<file path="src/include/fir_defines.svh">
`ifndef FIR_DEFINES_SVH
`define FIR_DEFINES_SVH

// Sample and product format, 1s17
`define FIR_SAMPLE_W 18

// Mirrored pairs need one extra integer bit, 2s17
`define FIR_PRESUM_W 19

// Coefficient format, 1s17
`define FIR_COEF_W 18
`define FIR_FRAC_BITS 17

// Filter length, odd so there is a lone centre tap
`define FIR_NUM_TAPS 21
`define FIR_NUM_COEFS ((`FIR_NUM_TAPS + 1) / 2)

// Wide enough to index every unique coefficient
`define FIR_COEF_ADDR_W 4

`endif

</file>
<file path="src/hdl/fir_pkg.sv">
`include "fir_defines.svh"

package fir_pkg;

	// Input sample, scaled tap product and filter output
	typedef logic signed [`FIR_SAMPLE_W-1:0] sample_t;

	// Sum of two samples sharing a coefficient
	typedef logic signed [`FIR_PRESUM_W-1:0] presum_t;

	// Programmable tap weight
	typedef logic signed [`FIR_COEF_W-1:0] coef_t;

	// Host side index into the coefficient bank
	typedef logic [`FIR_COEF_ADDR_W-1:0] coef_addr_t;

	// Full precision pre-sum times coefficient, before rescaling
	typedef logic signed [`FIR_PRESUM_W+`FIR_COEF_W-1:0] mult_t;

endpackage

</file>
<file path="src/hdl/tap_sum.sv">
`include "fir_defines.svh"

module tap_sum (
	input  logic                clk,
	input  logic                reset,
	input  logic                sam_clk_en,
	input  fir_pkg::sample_t    products [`FIR_NUM_COEFS],
	output fir_pkg::sample_t    y
);

	localparam int NUM_COEFS = `FIR_NUM_COEFS;
	localparam int LEVELS = $clog2(NUM_COEFS);
	localparam int WIDTH = 2 ** LEVELS;

	// Row 0 is the padded product vector, row LEVELS holds the total
	fir_pkg::sample_t tree [LEVELS+1][WIDTH];
	fir_pkg::sample_t total;

	// Balanced adder tree, every stage wraps at sample width
	always_comb
	begin
		tree = '{default: '0};
		for (int i = 0; i < NUM_COEFS; i++)
		begin
			tree[0][i] = products[i];
		end
		for (int l = 0; l < LEVELS; l++)
		begin
			for (int i = 0; i < (WIDTH >> (l + 1)); i++)
			begin
				tree[l+1][i] = tree[l][2*i] + tree[l][2*i+1];
			end
		end
	end

	assign total = tree[LEVELS][0];

	// Output updates only on sample strobes
	always_ff @(posedge clk or posedge reset)
	begin
		if (reset)
		begin
			y <= '0;
		end
		else if (sam_clk_en)
		begin
			y <= total;
		end
	end

endmodule

</file>
<file path="config.mk">
export PLATFORM = sky130hd
export DESIGN_NAME = tap_sum
export DESIGN_NICKNAME = d
export VERILOG_FILES = /design/src/hdl/fir_pkg.sv /design/src/hdl/tap_sum.sv
export VERILOG_INCLUDE_DIRS = /design/src /design/src/include
export SDC_FILE = /design/constraint.sdc
export NUM_CORES = 1
export LEC_CHECK = 0
export ABC_AREA = 1
export BUFFER_PORTS_ARGS = -buffer_cell sky130_fd_sc_hd__buf_2
export CORE_UTILIZATION = 40
export CTS_CLUSTER_DIAMETER = 80
export DETAILED_ROUTE_END_ITERATION = 6
export GPL_TIMING_DRIVEN = 0
export MAX_ROUTING_LAYER = met4
export PLACE_DENSITY = 0.67
export SLEW_MARGIN = 15
export SYNTH_ARGS = -nofsm -noshare
export SYNTH_HDL_FRONTEND = slang
export SYNTH_SLANG_ARGS = --single-unit
</file>
<file path="constraint.sdc">
create_clock -name clk -period 0.8 [get_ports clk]
set_input_delay 0.16 -clock clk [delete_from_list [all_inputs] [get_ports clk]]
set_output_delay 0.16 -clock clk [all_outputs]
set_load 0.01 [all_outputs]
</file>
==> reports/qor.yml <==
clk_pin_slew_ps: 50
reg_top3: "y x18"
yosysWarnings: 0
globalRoute.totalOverflow: 0
synthTopCellsByArea: "fa_1 53%, inv_1 17%, dfrtp_1 8.1%"
fp.coreArea_sq_um: 13400
violations: "setup timing"
timing.setup.tns_ps: -53600
max_cap_violations: 0
route.detailed.wl_per_inst_um: 10.9
hold_ws_ps: 12.3
end_kind: "flop"
synthArstFlopShare: 1.00
pre_cts_ws_ps: -3790
via_count: 4466
finalWirelength_mm: 11.3
synth_top_area_share: 0.530
die_area_sq_um: 14400
start_util: 0.414
synthCells: 631
ant_nets: 0
worst-r2r-cell-count: 3
antenna_found_initial: 0
drtIter0Drc: 80
num_rows: 42
final_core_util: 0.556
start_kind: "primary input"
via_per_inst: 4.30
cts_htree_levels: 1
max_freq_mhz: 244
syn_to_final_growth_pct: 34.2
clock_latency_ps: 250
synth-edff-count: 0
path_class: "in2reg"
grt_pass1_vias: 4828
yosysUniqueCellTypes: 33
setup_violations: 36
drc_errors: 0
rsz0062_at_grt: "yes"
hold_viol: 0
largest_reg_flops: 18
clock_skew_ps: 0
fin_crit_ps: 4090
crit_arrival_ps: 4230
fp.dieW_um: 120
ys.flop_type: "dfrtp_1"
worstMarginPinSlew_ps: 693
port_buffers: 217
slew_headroom: 0.537
ys_ff_latch: 18
cts_sinks: 18
die_h_um: 120
numCtsBuffers: 3
diodes: 0
clock_path_buffers: 2
critPathMaxFanout: 3
regMostFlops: "y"
dr.pass1.iters: 4
crit_required_ps: 940
finalWorstSetupSlack_ps: -3290
gp_congestion: 0.790
netlist_area_sq_um: 5550
clk_root_buffer_cell: "clkbuf_16"
hpwl_mm: 10.7
boundaryPins: 219
hp-class: "in2async"
outcome: "complete, but fails checks"
ys_seq_area_frac: 0.0811
synth_top_area_cell: "fa_1"
post-route-period-util: 5.11
syn_nets: 999
finalNetCount: 1232
synth.avg_cell_area_sq_um: 8.80
grt_pass1_wl_mm: 20.0
cts_tree: "yes"
drv_slew: 0
grt_max_degree: 19
grt_util_all_layers: 0.177
drive_gt1_frac: 0.352
-- metal layers --
| layer | GRT usage | routed length [um] | up-vias |
|---|---|---|---|
| li1 | - | - | 2199 |
| met3 | 0.0133 | 610 | 4 |
| met1 | 0.204 | 4420 | 2105 |
| met5 | - | 0 | - |
| met2 | 0.343 | 6260 | 158 |
| met4 | 0.0188 | 46 | 0 |
-- stage by stage --
step	instances	area, sq um
after detailed placement	1024	7060
after global placement	1024	7060
after CTS	1033	7320
final	1039	7460
after floorplan	631	5760
after global routing	1039	7460
-- critical path, cell delays in order --
cell and delay [ps]:
buf_6 70, inv_2 30, fa_1 560, inv_2 50
fa_1 550, fa_1 440, fa_1 500, inv_1 50
fa_1 490, inv_2 50, ha_4 150, fa_2 350
nand3_2 90, nand3_4 80, a21oi_4 160, o21ai_2 80
nand3_1 110, nand3b_1 100, nand3_2 90, nand2_1 50
-- cell usage in the layout (no fill, tap or decap), types with 3 or more instances in the layout --
cell       netlist  layout
a21oi_2          1       5
clkbuf_16        0       3
inv_1          255     235
buf_6            0      16
a21oi_1         14       8
buf_2            0     201
fa_2             0       3
buf_4            2      13
a31oi_1          3       3
nand3_2          4       9
o21ai_1          1       6
nor2_1           9       9
nand3_1         20      14
xnor2_1          5       4
ha_4             0      13
o21ai_2          1       3
xor2_1           5       5
dfrtp_1         18      18
nand2_2          3       4
ha_1            20       7
inv_8            0       4
inv_2            0      16
nand2_1         94      92
fa_1           147     144
nand3b_1         4       4
-- logic make-up after synthesis --
group / synth area share
compound gates: 0.0376
xor+xnor: 0.0158
fa+ha+maj: 0.575
buf+inv: 0.178
flops: 0.0811
simple gates: 0.112
-- path summary, 6_finish.rpt --
kind,from,slack [ps],endpoint
max in group asynchronous,reset,350,y[0]$_DFFE_PP0P_
hold / removal,reset,10,y[13]$_DFFE_PP0P_
setup reg to reg,y[6]$_DFFE_PP0P_,50,y[6]$_DFFE_PP0P_
setup / recovery,products[38],-3290,y[12]$_DFFE_PP0P_
hold reg to reg,y[0]$_DFFE_PP0P_,470,y[0]$_DFFE_PP0P_
min in group clk,sam_clk_en,190,y[15]$_DFFE_PP0P_
-- synth_stat cells, types with 2 or more instances --
master / n
inv_1: 255
fa_1: 147
nand2_1: 94
ha_1: 20
nand3_1: 20
dfrtp_1: 18
a21oi_1: 14
nor2_1: 9
o21ai_0: 9
xnor2_1: 5
xor2_1: 5
nand3_2: 4
nand3b_1: 4
a31oi_1: 3
nand2_2: 3
nor2_2: 3
buf_4: 2
-- repair_timing --
action / 4_1_cts / 5_1_grt
cloned: 0 / 0
pin swaps: 24 / 21
hold buffers: 0 / 0
endpoints found under the setup margin: 36 / 36
gates resized for setup: 35 / 18
endpoints found under the hold margin: 0 / 0
buffers inserted: 5 / 6
-- final cells by class --
cell class / count / area [sq um]
plain buffers: 4 / 32.5
clock buffers: 4 / 88.8
flip-flops and latches: 18 / 450
fillers: 1263 / 5940
multi-input cells: 354 / 4410
inverters: 255 / 987
repair buffers: 228 / 1270
well taps: 176 / 220
Power is left out: the tool's default activity adds up to more than one toggle a clock period on the data nets, which glitch-free logic cannot reach.
