## src/include/fir_defines.svh

```systemverilog
`ifndef FIR_DEFINES_SVH
`define FIR_DEFINES_SVH

// Sample and product format, 1s17
`define FIR_SAMPLE_W 18

// Mirrored pairs need one extra integer bit, 2s17
`define FIR_PRESUM_W 19

// Coefficient format, 1s17
`define FIR_COEF_W 18
`define FIR_FRAC_BITS 17

// Filter length, odd so there is a lone centre tap
`define FIR_NUM_TAPS 21
`define FIR_NUM_COEFS ((`FIR_NUM_TAPS + 1) / 2)

// Wide enough to index every unique coefficient
`define FIR_COEF_ADDR_W 4

`endif

```

## src/hdl/fir_pkg.sv

```systemverilog
`include "fir_defines.svh"

package fir_pkg;

	// Input sample, scaled tap product and filter output
	typedef logic signed [`FIR_SAMPLE_W-1:0] sample_t;

	// Sum of two samples sharing a coefficient
	typedef logic signed [`FIR_PRESUM_W-1:0] presum_t;

	// Programmable tap weight
	typedef logic signed [`FIR_COEF_W-1:0] coef_t;

	// Host side index into the coefficient bank
	typedef logic [`FIR_COEF_ADDR_W-1:0] coef_addr_t;

	// Full precision pre-sum times coefficient, before rescaling
	typedef logic signed [`FIR_PRESUM_W+`FIR_COEF_W-1:0] mult_t;

endpackage

```

## src/hdl/sym_delay_line.sv

```systemverilog
`include "fir_defines.svh"

module sym_delay_line (
	input  logic                clk,
	input  logic                reset,
	input  logic                sam_clk_en,
	input  fir_pkg::sample_t    x_in,
	output fir_pkg::presum_t    presums [`FIR_NUM_COEFS]
);

	localparam int NUM_TAPS = `FIR_NUM_TAPS;
	localparam int NUM_COEFS = `FIR_NUM_COEFS;
	localparam int CENTRE = (NUM_TAPS - 1) / 2;

	fir_pkg::sample_t x [NUM_TAPS];

	// Slot 0 holds the newest sample
	always_ff @(posedge clk or posedge reset)
	begin
		if (reset)
		begin
			for (int i = 0; i < NUM_TAPS; i++)
			begin
				x[i] <= '0;
			end
		end
		else if (sam_clk_en)
		begin
			x[0] <= x_in;
			for (int i = 1; i < NUM_TAPS; i++)
			begin
				x[i] <= x[i-1];
			end
		end
	end

	// Taps k and N-1-k share a weight, so add them before the multiply
	always_comb
	begin
		for (int k = 0; k < NUM_COEFS - 1; k++)
		begin
			presums[k] = fir_pkg::presum_t'(x[k]) + fir_pkg::presum_t'(x[NUM_TAPS-1-k]);
		end
		// Centre tap has no partner
		presums[NUM_COEFS-1] = fir_pkg::presum_t'(x[CENTRE]);
	end

endmodule

```

## config.mk

```make
export PLATFORM = sky130hd
export DESIGN_NAME = sym_delay_line
export DESIGN_NICKNAME = d
export VERILOG_FILES = /design/src/hdl/fir_pkg.sv /design/src/hdl/sym_delay_line.sv
export VERILOG_INCLUDE_DIRS = /design/src /design/src/include
export SDC_FILE = /design/constraint.sdc
export NUM_CORES = 1
export LEC_CHECK = 0
export BUFFER_PORTS_ARGS = -buffer_cell sky130_fd_sc_hd__buf_2
export CAP_MARGIN = 15
export CORE_UTILIZATION = 52
export DETAILED_ROUTE_END_ITERATION = 8
export GPL_TIMING_DRIVEN = 0
export HOLD_SLACK_MARGIN = 0.03
export PLACE_DENSITY_LB_ADDON = 0.15
export SETUP_SLACK_MARGIN = 0.05
export SYNTH_ARGS = -nofsm -noshare
export SYNTH_HDL_FRONTEND = slang
export SYNTH_SLANG_ARGS = --single-unit
```

## constraint.sdc

```tcl
create_clock -name clk -period 16.3 [get_ports clk]
set_clock_uncertainty 0.15 [all_clocks]
set_input_delay 1.63 -clock clk [delete_from_list [all_inputs] [get_ports clk]]
set_output_delay 1.63 -clock clk [all_outputs]
set_load 0.02 [all_outputs]
```

==> results of run 1 <==
==> worst max-delay path: stages (launching register included) <==
cell and delay, ns:
dfrtp_1 0.39, ha_1 0.20, inv_1 0.06, fa_1 0.40
nor2b_1 0.12, o21ai_0 0.15, a21oi_1 0.30, o2111ai_1 0.27
a41oi_1 0.53, a31oi_1 0.18, xnor2_1 0.19, buf_2 0.19
==> area by class of cell <==
cell class	instances	area, um2	area share (%)
multi-input cells	1396	11900	47.0
well taps	532	666	2.64
inverters	68	263	1.04
clock inverters	18	272	1.08
plain buffers	65	320	1.27
flip-flops and latches	378	9460	37.5
clock buffers	59	1220	4.83
repair buffers	230	1200	4.74
==> sequential cells by signal, summed over array words and instances (netlist names) <==
name     count
x          360
presums     18
==> per-stage QoR <==
stage          cells  hold WS, ns
5_1_grt         2746        0.377
2_1_floorplan   1907        0.322
3_3_place_gp    2667        0.351
4_1_cts         2746        0.367
3_5_place_dp    2669        0.353
6_report        2746        0.364
==> worst min-delay path by stage <==
stage               start  endpoint  depth (start not counted)
2_1_floorplan  presums[1]    x[163]                          2
3_3_place_gp   presums[1]    x[163]                          2
3_5_place_dp         x[7]      x[7]                          1
4_1_cts             x[11]     x[11]                          1
5_1_grt             x[11]     x[11]                          1
6_report            x[11]     x[11]                          1
==> logic make-up after synthesis <==
logic type      count (synthesis)  synth area share [%]
flops                         378                  43.2
simple gates                  265                  5.62
buf+inv                       133                  2.63
compound gates                440                  13.2
mux                           358                  18.4
fa+ha+maj                     190                  11.2
xor+xnor                      143                  5.72
==> metal layers <==
layer | track usage (%) | routed length, um | up-vias
li1 | - | - | 7503
met2 | 45.3 | 27300 | 332
met5 | 0 | 0 | -
met3 | 3.94 | 2100 | 77
met4 | 7.77 | 1390 | 0
met1 | 30.6 | 22200 | 7756
==> cell usage in the layout (no fill, tap or decap), drive strengths merged, types with 5 or more instances in the layout <==
cell	n
clkinv	10
nand3	16
o31a	7
a21o	55
nor2	79
o21ai	102
o21a	31
o41ai	5
clkbuf	94
nand2	84
a21oi	122
o31ai	6
nor3	9
o21bai	13
a31oi	15
nor2b	17
bufinv	7
mux2	358
dfrtp	378
nand4	10
and3	11
nand2b	21
buf	260
a211oi	30
o22ai	6
and2	7
fa	10
inv	68
xnor2	104
ha	180
xor2	39
o211ai	11
==> results.json, run 1 <==
{
  "crit_required_ns": 14.52,
  "synth.most_common_cell": "dfrtp_1",
  "cts_sinks": 378,
  "fin_tns_setup_ns": 0,
  "rsz0062_at_grt": "no",
  "synth_area_mm2": 0.0219,
  "rows": 74,
  "syn_to_final_growth_pct": 15.3,
  "cp-end-kind": "output port",
  "start_util_pct": 53.1,
  "cts_tree": "yes",
  "drive_gt1_share_pct": 31.7,
  "tightest_slew_ns": 0.895,
  "async_flop_share_pct": 100,
  "r2r_slack_ns": 15.33,
  "ys_types": 70,
  "grt-ovfl-total": 0,
  "criticalPathCategory": "flip-flop to output port",
  "io_buffer_count": 228,
  "r2r_cells": 1,
  "core-area_mm2": 0.0412,
  "synth.area.top_cells": "dfrtp_1, mux2_2, ha_1",
  "wl_per_cell_um": 19.3,
  "final_antenna_net_count": 0,
  "die_w_um": 207,
  "grt_use_total_pct": 25.0,
  "die_y_um": 207,
  "cts_hold_buf": 0,
  "dpl.hpwl_um": 41100,
  "period_minus_slack_ns": 5.30,
  "min_period_over_period_pct": 32.5,
  "clk-insertion-delay-late_ns": 0.55,
  "drt-total-wl_um": 53000,
  "setup_viol": 0,
  "initialDrtViolationCount": 783,
  "finalHoldViolCount": 0,
  "max_cap_viol_count": 0,
  "final.setup.worst_slack_ns": 11.00,
  "cp.arrival_ns": 3.52,
  "drt_pass1_iterations": 4,
  "dp_slack_ns": 11.58,
  "drv_slew": 0,
  "crit_start": "x[144]",
  "cts_buffers": 42,
  "layout.nets": 2392,
  "fillCellCount": 3424,
  "start_kind": "flip-flop",
  "rr_endpoint": "presums[16]",
  "avgSynthCellArea_um2": 11.5,
  "root_buffer": "clkbuf_16",
  "antenna_found_initial": 0,
  "detailed_place.area_mm2": 0.0238,
  "r2r-start": "x[214]",
  "crit_path_end": "presums[54]",
  "die-area_mm2": 0.0429,
  "synthTopCellsByCount": "dfrtp_1, mux2_2, ha_1, a21oi_1, xnor2_1",
  "fin_util_pct": 61.3,
  "yosys.area.top_type": "dfrtp_1",
  "n_antenna_cell": 0,
  "synth_enable_flop_cells": 0,
  "slew_headroom_pct": 40.3,
  "synth_seq_area_share_pct": 43.2,
  "max_freq_mhz": 189,
  "clock_path_buffers": 3,
  "cts-htree-levels": 2,
  "grt_start_max_net_pins": 132,
  "synth_nets": 2118,
  "ys.flop_type": "dfrtp_1",
  "place.gp.congestion": 0.991,
  "grt_pass1_wl_um": 86000,
  "final_cell_area_mm2": 0.0253,
  "post_cts_buffers": 0,
  "crit_fanout": 3,
  "vias": 15700,
  "cts.clk_slew.worst_paths_ns": 0.06,
  "grt_pass1_vias": 16300,
  "status": "finished clean",
  "synth_cells": 1907,
  "hold_path_class": "flip-flop to flip-flop",
  "drc": 0,
  "synth_warnings": 0,
  "yosysTopAreaCellShare_pct": 43.2,
  "ioPinCount": 230,
  "ctsResizeCount": 0,
  "ys_ff_latch": 378,
  "viasPerCell": 5.71
}
Power of run 1 is left out: the tool's default activity adds up to more than one toggle a clock period on the data nets, which glitch-free logic cannot reach.
==> run 2: changes to the inputs <==
--- a/config.mk
+++ b/config.mk
@@ -6,6 +6,7 @@
 export SDC_FILE = /design/constraint.sdc
 export NUM_CORES = 1
 export LEC_CHECK = 0
+export ABC_AREA = 1
 export BUFFER_PORTS_ARGS = -buffer_cell sky130_fd_sc_hd__buf_2
 export CAP_MARGIN = 15
 export CORE_UTILIZATION = 52
==> constraint.sdc (replaced) <==
create_clock -name clk -period 5.15 [get_ports clk]
set_clock_uncertainty 0.15 [all_clocks]
set_input_delay 0.515 -clock clk [delete_from_list [all_inputs] [get_ports clk]]
set_output_delay 0.515 -clock clk [all_outputs]
set_load 0.02 [all_outputs]
==> results.json, run 2 <==
{
  "grt_pass1_wl_um": 122000,
  "synth_area_mm2": 0.0244,
  "period_minus_slack_ns": 3.47,
  "rows": 79,
  "antenna_found_initial": 0,
  "post-place-cells": 4210,
  "grt_use_total_pct": 33.3,
  "avgSynthCellArea_um2": 7.26,
  "r2r-start": "x[113]",
  "cts_buffers": 42,
  "final_antenna_net_count": 0,
  "root_buffer": "clkbuf_16",
  "min_period_over_period_pct": 67.4,
  "cp_num_buf_inv": 3,
  "fillCellCount": 4429,
  "peakVddDrop_mv": 0.347,
  "post_cts_buffers": 0,
  "fin_util_pct": 60.5,
  "top_register": "x",
  "drive_gt1_share_pct": 13.4,
  "drt-total-wl_um": 80000,
  "yosysTopAreaCellShare_pct": 38.7,
  "setup_viol": 0,
  "yosys.area.top_type": "dfrtp_1",
  "ioPinCount": 230,
  "start_util_pct": 52.6,
  "finalHoldViolCount": 0,
  "grt_pass1_vias": 21900,
  "layout.nets": 3872,
  "max_freq_mhz": 288,
  "seqCellArea_mm2": 0.00946,
  "cts_tree": "yes",
  "dpl.hpwl_um": 64900,
  "p_leak_nw": 15.3,
  "r2r_slack_ns": 3.99,
  "syn_to_final_growth_pct": 15.1,
  "start_kind": "flip-flop",
  "io_buffer_count": 228,
  "slew_headroom_pct": 51.2,
  "synth_warnings": 0,
  "synth_nets": 3576,
  "grt-ovfl-total": 0,
  "final_common_cell": "nand2_1",
  "drv_slew": 0,
  "synth.most_common_cell": "nand2_1",
  "status": "finished clean",
  "drc": 0,
  "criticalPathCategory": "flip-flop to output port",
  "ys.flop_type": "dfrtp_1",
  "critPathMostFrequentCell": "nand2_1",
  "drt_pass1_iterations": 6,
  "max_cap_viol_count": 0,
  "stdcell_count": 4300,
  "synth_seq_area_share_pct": 38.7,
  "async_flop_share_pct": 100,
  "cts.clk_slew.worst_paths_ns": 0.06,
  "cts_sinks": 378,
  "grt_start_max_net_pins": 45,
  "synth_enable_flop_cells": 0,
  "die-area_mm2": 0.0479,
  "hold_slack_ns": 0.0404,
  "ys_ff_latch": 378,
  "die_y_um": 219,
  "multi_input_area_mm2": 0.0126,
  "final.setup.worst_slack_ns": 1.68,
  "rsz0062_at_grt": "no",
  "crit_required_ns": 4.49,
  "viasPerCell": 5.40,
  "slowest_stage": "dfrtp_1",
  "cts-htree-levels": 2,
  "place.gp.congestion": 0.964,
  "wl_per_cell_um": 18.6,
  "n_antenna_cell": 0,
  "vias": 23200,
  "min_path_cells": 2,
  "ys_types": 21,
  "initialDrtViolationCount": 2005,
  "clock_path_buffers": 3,
  "die_w_um": 219,
  "synth_cells": 3365,
  "path_cells": "ha_1 > inv_1 > fa_1 > inv_1 > nand3_1 > nand3_1 > nand2_1 > nand2_1 > nand2_1 > nand2_1 > nand2_1 > nand2_1 > buf_2",
  "synth.area.top_cells": "dfrtp_1, nand2_1, ha_1",
  "min-delay-start": "x_in[2]",
  "crit_fanout": 4,
  "slowest_delay_ns": 0.48,
  "final_cell_mix": "nand2_1, inv_1, dfrtp_1",
  "r2r_cells": 2,
  "clk-insertion-delay-late_ns": 0.58,
  "synthTopCellsByCount": "nand2_1, inv_1, dfrtp_1, a21oi_1, nor2_1",
  "cp-end-kind": "output port",
  "rr_endpoint": "x[95]",
  "holdPathEnd": "x[362]",
  "core-area_mm2": 0.0465,
  "powerDensity_mw_per_mm2": 471,
  "largest_register_ff_count": 360,
  "hold_path_class": "input pin to flip-flop",
  "cp.arrival_ns": 2.81,
  "path_delay_family": "adder cells",
  "dp_slack_ns": 2.28,
  "tightest_slew_ns": 0.732
}
-- run 2: layer usage --
layer	GRT usage, %	share of wire (%)	wire (um)	vias up
li1	-	-	-	11200
met1	43.2	42	33900	11100
met2	56.8	48	38600	761
met3	5.00	6.1	4860	143
met4	10.3	3.2	2560	0
met5	0	0	0	-
-- run 2: how the worst max path moves through the flow --
stage,end,slack (ns),depth (start not counted),from
detailed placement,presums[92],2.28,13,x[108]
global route,presums[92],1.50,13,x[108]
CTS,presums[92],1.67,13,x[108]
finish,presums[92],1.68,13,x[108]
global placement,x[199],-2.67,2,reset
floorplan,presums[0],-0.59,1,reset
-- run 2: final cells by class --
type	instances	share of cell area [%]
clock inverter	17	0.703
timing repair buffer	252	5.27
tap	607	2.70
clock buffer	59	4.41
inverter	483	6.46
buffer	101	1.97
sequential	378	33.6
multi-input combinational	2403	44.8
-- run 2: cell families after synthesis --
kind of cell | count (synthesis) | share of synthesized area, %
flip-flops | 378 | 38.7
AO/OA/AOI/OAI | 571 | 11.7
adder cells (fa/ha/maj) | 190 | 10.0
XOR/XNOR | 90 | 3.23
AND/OR/NAND/NOR | 1535 | 25.9
buffers and inverters | 584 | 9.69
multiplexers | 17 | 0.783
-- run 2: where the power goes --
part	total (W)	switching (W)	internal [W]
clock	0.00314	0.00126	0.00188
sequential	0.00385	0.000453	0.00340
combinational	0.00624	0.00419	0.00205
-- run 2: through the flow --
step / instance area [um2] / TNS [ns] / total power [W]
detailed placement: 26500 / 0 / 0.0101
finish: 28100 / 0 / 0.0132
global placement: 26300 / -983.68 / 0.00999
global route: 28100 / 0 / 0.0141
floorplan: 24400 / -224.17 / 0.00803
CTS: 28100 / 0 / 0.0132
-- run 2: what timing repair did --
action,CTS,global route
hold endpoints to repair,91,0
resized for setup,0,0
hold buffers,14,0
-- run 2: worst reg2reg max path: stages, from the launching register on --
cell	delay [ns]
dfrtp_1	0.44
nand2_1	0.25
o21ai_0	0.16
(Power assumes the default switching activity.)
