### src/include/fir_defines.svh
`ifndef FIR_DEFINES_SVH
`define FIR_DEFINES_SVH

// Sample and product format, 1s17
`define FIR_SAMPLE_W 18

// Mirrored pairs need one extra integer bit, 2s17
`define FIR_PRESUM_W 19

// Coefficient format, 1s17
`define FIR_COEF_W 18
`define FIR_FRAC_BITS 17

// Filter length, odd so there is a lone centre tap
`define FIR_NUM_TAPS 21
`define FIR_NUM_COEFS ((`FIR_NUM_TAPS + 1) / 2)

// Wide enough to index every unique coefficient
`define FIR_COEF_ADDR_W 4

`endif

### src/hdl/fir_pkg.sv
`include "fir_defines.svh"

package fir_pkg;

	// Input sample, scaled tap product and filter output
	typedef logic signed [`FIR_SAMPLE_W-1:0] sample_t;

	// Sum of two samples sharing a coefficient
	typedef logic signed [`FIR_PRESUM_W-1:0] presum_t;

	// Programmable tap weight
	typedef logic signed [`FIR_COEF_W-1:0] coef_t;

	// Host side index into the coefficient bank
	typedef logic [`FIR_COEF_ADDR_W-1:0] coef_addr_t;

	// Full precision pre-sum times coefficient, before rescaling
	typedef logic signed [`FIR_PRESUM_W+`FIR_COEF_W-1:0] mult_t;

endpackage

### src/hdl/coef_regs.sv
`include "fir_defines.svh"

module coef_regs (
	input  logic                 clk,
	input  logic                 reset,
	input  logic                 coef_we,
	input  fir_pkg::coef_addr_t  coef_addr,
	input  fir_pkg::coef_t       coef_data,
	output fir_pkg::coef_t       coefs [`FIR_NUM_COEFS]
);

	localparam int NUM_COEFS = `FIR_NUM_COEFS;

	logic addr_ok;
	logic wr_en;

	// Addresses past the last unique tap are dropped
	assign addr_ok = (int'(coef_addr) < NUM_COEFS);
	assign wr_en = coef_we && addr_ok;

	// Filter is silent until the host loads the bank
	always_ff @(posedge clk or posedge reset)
	begin
		if (reset)
		begin
			for (int i = 0; i < NUM_COEFS; i++)
			begin
				coefs[i] <= '0;
			end
		end
		else if (wr_en)
		begin
			coefs[coef_addr] <= coef_data;
		end
	end

endmodule

### config.mk
export PLATFORM = sky130hd
export DESIGN_NAME = coef_regs
export DESIGN_NICKNAME = d
export VERILOG_FILES = /design/src/hdl/fir_pkg.sv /design/src/hdl/coef_regs.sv
export VERILOG_INCLUDE_DIRS = /design/src /design/src/include
export SDC_FILE = /design/constraint.sdc
export NUM_CORES = 1
export LEC_CHECK = 0
export BUFFER_PORTS_ARGS = -buffer_cell sky130_fd_sc_hd__buf_2
export CORE_UTILIZATION = 45
export DETAILED_ROUTE_END_ITERATION = 10
export HOLD_SLACK_MARGIN = 0.03
export PLACE_DENSITY_LB_ADDON = 0.2
export SLEW_MARGIN = 5
export SYNTH_ARGS = -nofsm -noshare
export SYNTH_HDL_FRONTEND = slang
export SYNTH_SLANG_ARGS = --single-unit
### constraint.sdc
create_clock -name clk -period 17.2 [get_ports clk]
set_clock_uncertainty 0.15 [all_clocks]
set_input_delay 0.86 -clock clk [delete_from_list [all_inputs] [get_ports clk]]
set_output_delay 0.86 -clock clk [all_outputs]
set_load 0.02 [all_outputs]
==> results of run 1 <==
cells by family after synthesis:
group / count (synthesis)
mux: 198
buf+inv: 34
flops: 198
simple gates: 18
metal layers:
metal  up-vias  global-route usage (%)  share of wire, %
li1       1982                       -                 -
met2       154                   34.98                48
met4         0                   7.708               1.3
met1      2311                   27.77                43
met5         -                       0                 0
met3        21                   6.555               7.7
synth_stat cells:
cell      count  area share (%)
dfrtp_1     198              66
or3_1         2            0.17
mux2_2      198              30
nor2_2        5            0.42
clkbuf_1     18            0.91
buf_2        13            0.87
nor2_1        1           0.050
buf_4         1            0.10
nand3_1       1           0.067
nand2_1       1           0.050
nor3b_2       1            0.17
nand2b_1      4            0.34
inv_1         1           0.050
nand3b_2      1            0.15
buf_6         1            0.15
nand3b_1      2            0.20
cell type report:
cell class / count / area, um2 / share of cell area, %
multi-input cells: 216 / 2350 / 25.24
repair buffers: 225 / 1134 / 12.18
clock inverters: 12 / 143.9 / 1.545
inverters: 1 / 11.26 / 0.1210
clock buffers: 20 / 446.7 / 4.798
well taps: 216 / 270.3 / 2.903
flip-flops and latches: 198 / 4955 / 53.22
critical path, stage by stage:
cell	delay (ps)
buf_2	130
nand2b_1	210
nor2_2	910
mux2_2	420
per-stage QoR:
stage | utilization [%] | instance area, um2
global route | 57.98 | 9310
detailed placement | 54.30 | 8720
global placement | 54.30 | 8720
finish | 57.98 | 9310
floorplan | - | 7460
CTS | 57.98 | 9310
how the worst max path moves through the flow:
| stage | depth (start not counted) | end | from |
|---|---|---|---|
| 3_3_place_gp | 4 | coefs[62] | coef_addr[3] |
| 5_1_grt | 3 | coefs[174] | reset |
| 2_1_floorplan | 1 | coefs[0] | reset |
| 3_5_place_dp | 3 | coefs[137] | reset |
| 6_report | 4 | coefs[59] | coef_addr[3] |
| 4_1_cts | 4 | coefs[59] | coef_addr[3] |
power by group through the flow:
stage	Combinational, W	Clock [W]	Sequential [W]
floorplan	0.000109	0	0.000769
global placement	0.000387	0	0.000634
global route	0.000418	0.000421	0.000645
CTS	0.000395	0.000402	0.000631
finish	0.000389	0.000395	0.000630
detailed placement	0.000395	0	0.000638
==> flow_metrics.py, run 1 <==
metrics = {
    "floorplanning": {
        "die_height_um": 130.8,
        "fp.coreArea_mm2": 0.01606,
        "ios": 223,
        "start_util_pct": 46.45,
        "die-area_mm2": 0.01710,
        "num_rows": 46,
        "die_width_um": 130.8,
    },
    "cells_and_area": {
        "area_growth_pct": 24.81,
        "drive_above_1_share_pct": 68.60,
        "fin_cells": 888,
        "antennaDiodeCount": 0,
        "final_cell_mix": "buf_2, mux2_2, dfrtp_1, clkbuf_16, nor2_2",
        "final_common_cell": "buf_2",
        "largest_reg_flops": 198,
        "nNetsFinal": 684,
        "regMostFlops": "coefs",
        "reg.largest.list": "coefs x198",
        "fillers": 1341,
    },
    "status": {
        "status": "finished, final reports clean",
    },
    "clock_network": {
        "post_cts_buffers": 0,
        "cts_inserted_buffers": 17,
        "root_buffer": "clkbuf_16",
        "clk_pin_slew_ps": 70,
        "cts.repair.resized": 0,
        "clk_latency_ps": 420,
        "htree_levels": 4,
        "clk_path_buf_depth": 2,
        "cts_tree": "yes",
        "cts_sinks": 198,
        "cts_hold_buf": 0,
    },
    "power": {
        "power.leakage_nw": 4.577,
        "seqPwrFrac_pct": 44.6,
        "clockPowerShare_pct": 27.9,
        "p_total_w": 0.001414,
        "powerDensity_mw_per_mm2": 151.9,
        "p_sw_w": 0.0004653,
        "peakVddDrop_uv": 74.49,
        "switching_share_pct": 32.90,
        "p_comb_share_pct": 27.5,
        "intPower_w": 0.0009489,
    },
    "routing": {
        "wire_per_inst_um": 19.91,
        "via_per_inst": 5.032,
        "dr.first_iter.drc_count": 158,
        "first_pass_iters": 4,
        "drt-total-wl_um": 17680,
        "post-route-drc-count": 0,
        "vias": 4468,
        "ant_nets": 0,
    },
    "worst_setup_path": {
        "worstPathMaxFanout": 18,
        "ff2ff_setup_slack_ps": 16260,
        "worstPathArrival_ps": 2550,
        "worstRegToRegCells": 1,
        "startpoint_type": "primary input",
        "reg2reg_to": "coefs[29]",
        "criticalPathCategory": "primary input to register",
        "cp-end-kind": "register",
        "timing.rr.start": "coefs[29]",
        "cp_data_required_time_ps": 17350,
    },
    "worst_hold_path": {
        "worstHoldStart": "coefs[145]",
        "worstHoldPathType": "register to register",
        "holdPathStages": 1,
        "hold_end": "coefs[145]",
    },
    "synthesis": {
        "synth_area_mm2": 0.007460,
        "synth_seq_cells": 198,
        "synth-compound-area-share_pct": 0,
        "synth_top_family_by_area": "multiplexers",
        "synth_fa_ha_area_share_pct": 0,
        "avgSynthCellArea_um2": 16.65,
        "yosysUniqueCellTypes": 16,
        "synth.area.mux_share_pct": 29.89,
        "syn-num-nets": 473,
        "synth-xor-area-share_pct": 0,
        "ys_warn_count": 0,
        "postSynthCellCount": 448,
        "ys_seq_area_share_pct": 66.42,
        "yosys.area_share.simple_pct": 1.610,
    },
    "flow_run": {
        "cap_violations": 0,
    },
    "placed_design": {
        "io_buffers": 222,
        "place_congestion": 0.7399,
        "dp.cells": 856,
        "place_ws_ps": 14350,
        "hpwl_um": 12210,
    },
    "timing": {
        "layout_min_cycle_time_ps": 2393,
        "hold_viol": 0,
        "setup-violations-final": 0,
        "report.final.slew_viol_count": 0,
        "min_period_over_period_pct": 13.92,
        "finalWorstSetupSlack_ps": 14810,
        "fmax_mhz": 417.8,
        "relSlewSlack_pct": 22.58,
        "setup_tns_ps": 0,
        "worstMarginPinSlew_ps": 1160,
        "holdWs_ps": 350.4,
        "rsz0062_at_grt": "false",
    },
    "global_route": {
        "grt_pass1_vias": 4680,
        "gr-total-overflow": 0,
        "antenna_found_initial": 0,
        "grt_pass1_wl_um": 26980,
        "grtUsageTotal_pct": 21.67,
        "grt_max_degree": 115,
    },
}
Note: power is estimated with default switching activity, not from simulation.
==> inputs of run 2 (changes only) <==
==> constraint.sdc (replaced) <==
create_clock -name clk -period 2.2 [get_ports clk]
set_clock_uncertainty 0.15 [all_clocks]
set_input_delay 0.11 -clock clk [delete_from_list [all_inputs] [get_ports clk]]
set_output_delay 0.11 -clock clk [all_outputs]
set_load 0.02 [all_outputs]
==> run 2 against run 1 <==
Effect of this change:
- flip-flop and latch count is the same
- final cell count increased by 3.6%
- critical path type is now primary input to async pin
- clock power rose to 7.4 times the previous value
- wire length hardly changed
- cell area rose by 3.3%
- critical path depth is 1 higher
- total power grew to 7.7 times the previous value
- die area unchanged
- first-iteration DRC count increased by 1.3%
- via count grew 3.6%
- highest routed layer unchanged
- worst hold slack got worse by 130 ps
- setup slack worse by 14000 ps
==> flow_metrics.py, run 2 (same netlist as run 1, synthesis figures left out) <==
metrics = {
    "cells_and_area": {
        "fin_util_pct": 59.90,
        "fin_cells": 920,
        "fillers": 1288,
        "antennaDiodeCount": 0,
        "nNetsFinal": 717,
        "area_growth_pct": 28.95,
        "drive_above_1_share_pct": 67.47,
        "final_cell_mix": "buf_2, mux2_2, dfrtp_1, dlygate4sd3_1, clkbuf_16",
        "multi_input_area_mm2": 0.002350,
        "largest_reg_flops": 198,
        "reg.largest.list": "coefs x198",
        "regArea_mm2": 0.004955,
        "final_common_cell": "buf_2",
        "regMostFlops": "coefs",
    },
    "status": {
        "status": "finished, final reports clean",
    },
    "placed_design": {
        "hpwl_um": 12420,
        "io_buffers": 222,
        "place_ws_ps": 300.6,
        "place_congestion": 0.7742,
        "dp.cells": 869,
    },
    "clock_network": {
        "cts.repair.resized": 0,
        "clk_latency_ps": 420,
        "root_buffer": "clkbuf_16",
        "clk_pin_slew_ps": 60,
        "cts_sinks": 198,
        "clk_path_buf_depth": 2,
        "post_cts_buffers": 0,
        "htree_levels": 4,
        "cts_hold_buf": 20,
        "cts_inserted_buffers": 17,
        "cts_tree": "yes",
    },
    "worst_setup_path": {
        "startpoint": "reset",
        "worstRegToRegCells": 1,
        "reg2reg_to": "coefs[194]",
        "cp-end-kind": "async pin",
        "criticalPathCategory": "primary input to async pin",
        "crit_path_end": "coefs[50]",
        "ff2ff_setup_slack_ps": 1260,
        "timing.rr.start": "coefs[194]",
        "startpoint_type": "primary input",
        "cp_data_required_time_ps": 2620,
        "worstPathArrival_ps": 1970,
        "worstPathMaxFanout": 71,
    },
    "global_route": {
        "gr-total-overflow": 0,
        "antenna_found_initial": 0,
        "grtUsageTotal_pct": 22.14,
        "grt_pass1_vias": 4759,
        "grt_pass1_wl_um": 27480,
        "grt_max_degree": 72,
    },
    "routing": {
        "vias": 4629,
        "post-route-drc-count": 0,
        "first_pass_iters": 4,
        "ant_nets": 0,
        "drt-total-wl_um": 17690,
        "dr.first_iter.drc_count": 160,
        "wire_per_inst_um": 19.23,
        "via_per_inst": 5.032,
    },
    "floorplanning": {
        "start_util_pct": 46.45,
        "die_height_um": 130.8,
        "die_width_um": 130.8,
        "ios": 223,
        "num_rows": 46,
        "fp.coreArea_mm2": 0.01606,
        "die-area_mm2": 0.01710,
    },
    "flow_run": {
        "cap_violations": 0,
    },
    "timing": {
        "setup-violations-final": 0,
        "relSlewSlack_pct": 42.85,
        "report.final.slew_viol_count": 0,
        "hold_viol": 0,
        "finalWorstSetupSlack_ps": 651.1,
        "layout_min_cycle_time_ps": 1549,
        "fmax_mhz": 645.6,
        "worstMarginPinSlew_ps": 857.2,
        "rsz0062_at_grt": "false",
        "min_period_over_period_pct": 70.40,
    },
    "power": {
        "powerDensity_mw_per_mm2": 1139,
        "peakVddDrop_uv": 638.9,
        "power.leakage_nw": 4.726,
        "p_total_w": 0.01095,
    },
    "worst_hold_path": {
        "worstHoldPathType": "primary input to register",
    },
}
run 2: how the worst min path moves through the flow:
stage | start | end | slack [ps] | depth (start not counted)
after floorplan | coef_data[9] | coefs[81] | 110 | 1
after global placement | reset | coefs[0] | -90 | 2
after detailed placement | reset | coefs[0] | -90 | 2
after CTS | coef_we | coefs[69] | 210 | 5
after global routing | coef_we | coefs[69] | 220 | 5
final | coef_we | coefs[70] | 220 | 5
run 2: critical path: stages:
cell and delay, ps:
dlygate4sd3_1 530, buf_2 120, dlygate4sd3_1 600, clkinvlp_4 210, buf_12 360
run 2: through the flow:
stage          hold WS, ps  cell area, um2  setup TNS (ps)
4_1_cts              207.8            9619               0
3_5_place_dp        -87.00            8851               0
3_3_place_gp        -86.35            8851               0
5_1_grt              223.8            9619               0
2_1_floorplan        111.7            7463         -122830
6_report             222.4            9619               0
run 2: metal layers:
layer	wire, um	global-route usage, %	part of all wire, %
met2	8437	34.98	48
met4	324	8.452	1.8
met1	7640	28.36	43
met3	1287	7.370	7.3
met5	0	0	0
run 2: power by group:
part           total, W  switching (W)  leakage [nW]  internal, W
registers       0.00489       0.000407          2.43      0.00449
logic           0.00312        0.00187          2.03      0.00125
clock network   0.00294        0.00130         0.270      0.00164
total            0.0110        0.00358          4.73      0.00738
run 2: area by class of cell:
cell class | instances | area share (%)
Clock inverter | 11 | 1.054
Inverter | 1 | 0.07804
Timing Repair Buffer | 258 | 15.27
Sequential cell | 198 | 51.51
Clock buffer | 20 | 4.852
Multi-Input combinational cell | 216 | 24.43
Tap cell | 216 | 2.810
==> inputs of run 3 (changes only) <==
==> constraint.sdc (replaced) <==
create_clock -name clk -period 1.59 [get_ports clk]
set_clock_uncertainty 0.15 [all_clocks]
set_input_delay 0.0795 -clock clk [delete_from_list [all_inputs] [get_ports clk]]
set_output_delay 0.0795 -clock clk [all_outputs]
set_load 0.02 [all_outputs]
==> run 3 against run 2 <==
Effect of this change:
- register-to-register slack got worse by 610 ps
- setup slack lost 280 ps
- cell area up 1.3%
- die area did not move
- non-clock buffer count up 7
- sequential share of layout area down 0.66 points
- clock power rose by 41%
==> flow_metrics.py, run 3 (same netlist as run 1, synthesis figures left out) <==
metrics = {
    "status": {
        "status": "finished, final reports clean",
    },
    "worst_setup_path": {
        "slowest_delay_ps": 400,
        "criticalPathCategory": "register to output port",
        "critPathSlowestCell": "dfrtp_1",
        "cp_data_required_time_ps": 1360,
        "path_buf_inv": 1,
        "path_delay_family": "flip-flops",
        "startpoint_type": "register",
        "cp-end-kind": "output port",
        "worstPathMaxFanout": 2,
        "crit_chain": "buf_2",
        "worstPathArrival_ps": 990,
    },
    "global_route": {
        "antenna_found_initial": 0,
        "grt_pass1_wl_um": 28230,
        "grt_pass1_vias": 4898,
        "grt_max_degree": 61,
        "grtUsageTotal_pct": 22.77,
        "gr-total-overflow": 0,
    },
    "power": {
        "power.leakage_nw": 4.782,
        "peakVddDrop_uv": 775.9,
        "powerDensity_mw_per_mm2": 1568,
    },
    "clock_network": {
        "root_buffer": "clkbuf_16",
        "cts_tree": "yes",
        "clk_pin_slew_ps": 70,
        "clk_path_buf_depth": 2,
        "clk_latency_ps": 410,
        "cts_sinks": 198,
        "post_cts_buffers": 0,
        "cts_inserted_buffers": 17,
        "htree_levels": 4,
        "cts.repair.resized": 0,
    },
    "cells_and_area": {
        "final_common_cell": "buf_2",
        "reg.largest.list": "coefs x198",
        "drive_above_1_share_pct": 67.32,
        "largest_reg_flops": 198,
        "multi_input_area_mm2": 0.002350,
        "nNetsFinal": 724,
        "fin_cells": 926,
        "regArea_mm2": 0.004955,
        "fillers": 1307,
        "area_growth_pct": 30.63,
        "regMostFlops": "coefs",
        "fin_area_mm2": 0.009744,
        "antennaDiodeCount": 0,
        "final_cell_mix": "buf_2, mux2_2, dfrtp_1, dlygate4sd3_1, clkbuf_16",
    },
    "routing": {
        "vias": 4681,
        "ant_nets": 0,
        "drt-total-wl_um": 18530,
        "dr.first_iter.drc_count": 127,
        "first_pass_iters": 4,
        "post-route-drc-count": 0,
        "via_per_inst": 5.055,
        "wire_per_inst_um": 20.01,
    },
    "floorplanning": {
        "num_rows": 46,
        "die_width_um": 130.8,
        "start_util_pct": 46.45,
        "die_height_um": 130.8,
        "fp.coreArea_mm2": 0.01606,
        "die-area_mm2": 0.01710,
        "ios": 223,
    },
    "timing": {
        "setup-violations-final": 0,
        "relSlewSlack_pct": 70.49,
        "rsz0062_at_grt": "false",
        "worstMarginPinSlew_ps": 442.6,
        "layout_min_cycle_time_ps": 1223,
        "hold_viol": 0,
        "report.final.slew_viol_count": 0,
        "fmax_mhz": 817.4,
        "min_period_over_period_pct": 76.94,
    },
    "placed_design": {
        "dp.cells": 876,
        "place_congestion": 0.7870,
        "hpwl_um": 13010,
        "io_buffers": 222,
        "place_area_mm2": 0.008979,
    },
    "worst_hold_path": {
        "worstHoldPathType": "primary input to register",
    },
    "flow_run": {
        "cap_violations": 0,
    },
}
-- run 3: cell types whose count changed in the layout (fill, tap and decap cells not counted) --
cell / change
clkinv_4: -1
clkbuf_1: +3
buf_12: +6
clkbuf_8: -1
bufinv_16: +1
inv_6: -1
clkinv_2: -1
clkinvlp_4: -1
buf_4: +1
-- run 3: stage by stage --
stage	power [W]	setup WS, ps	hold WS [ps]	setup TNS (ps)	util [%]
after floorplan	0.009498	-1200	81.19	-237570	-
after global routing	0.01602	319.7	114.3	0	60.68
after global placement	0.01108	131.1	-124.7	0	55.91
after CTS	0.01544	340.6	86.13	0	60.68
after detailed placement	0.01123	76.54	-120.2	0	55.91
final	0.01528	366.6	118.3	0	60.68
-- run 3: metal layers --
metal  wire length, um  GRT usage [%]  part of all wire (%)  vias to the layer above
li1                  -              -                     -                     2075
met1              7880          28.07                    43                     2438
met2              9049          38.06                    49                      148
met3              1325          7.207                   7.2                       20
met4               274          7.505                   1.5                        0
met5                 0              0                     0                        -
-- run 3: repair_timing --
item                                    in CTS  in global routing
endpoints found under the setup margin       0                  0
endpoints found under the hold margin      396                  0
hold buffers                                20                  0
-- run 3: final timing paths --
check                              from         end  slack (ps)  cells past startpoint
hold / removal             coef_addr[3]   coefs[49]         120                      4
setup reg to reg             coefs[154]  coefs[154]         650                      1
min in group asynchronous         reset    coefs[1]         250                      4
setup / recovery              coefs[71]   coefs[71]         370                      1
hold reg to reg              coefs[177]  coefs[177]         350                      1
max in group asynchronous         reset    coefs[0]         500                      4
-- run 3: cell type report --
| class | count | share of cell area, % |
|---|---|---|
| repair buffers | 265 | 16.38 |
| inverters | 1 | 0.07704 |
| multi-input cells | 216 | 24.11 |
| clock inverters | 8 | 1.040 |
| well taps | 216 | 2.773 |
| flip-flops and latches | 198 | 50.85 |
| clock buffers | 22 | 4.764 |
-- run 3: where the power goes --
part | leakage, nW | internal [W] | switching, W | total (W)
Sequential | 2.43 | 0.00621 | 0.000589 | 0.00680
Combinational | 2.09 | 0.00174 | 0.00260 | 0.00433
Clock | 0.268 | 0.00238 | 0.00176 | 0.00414
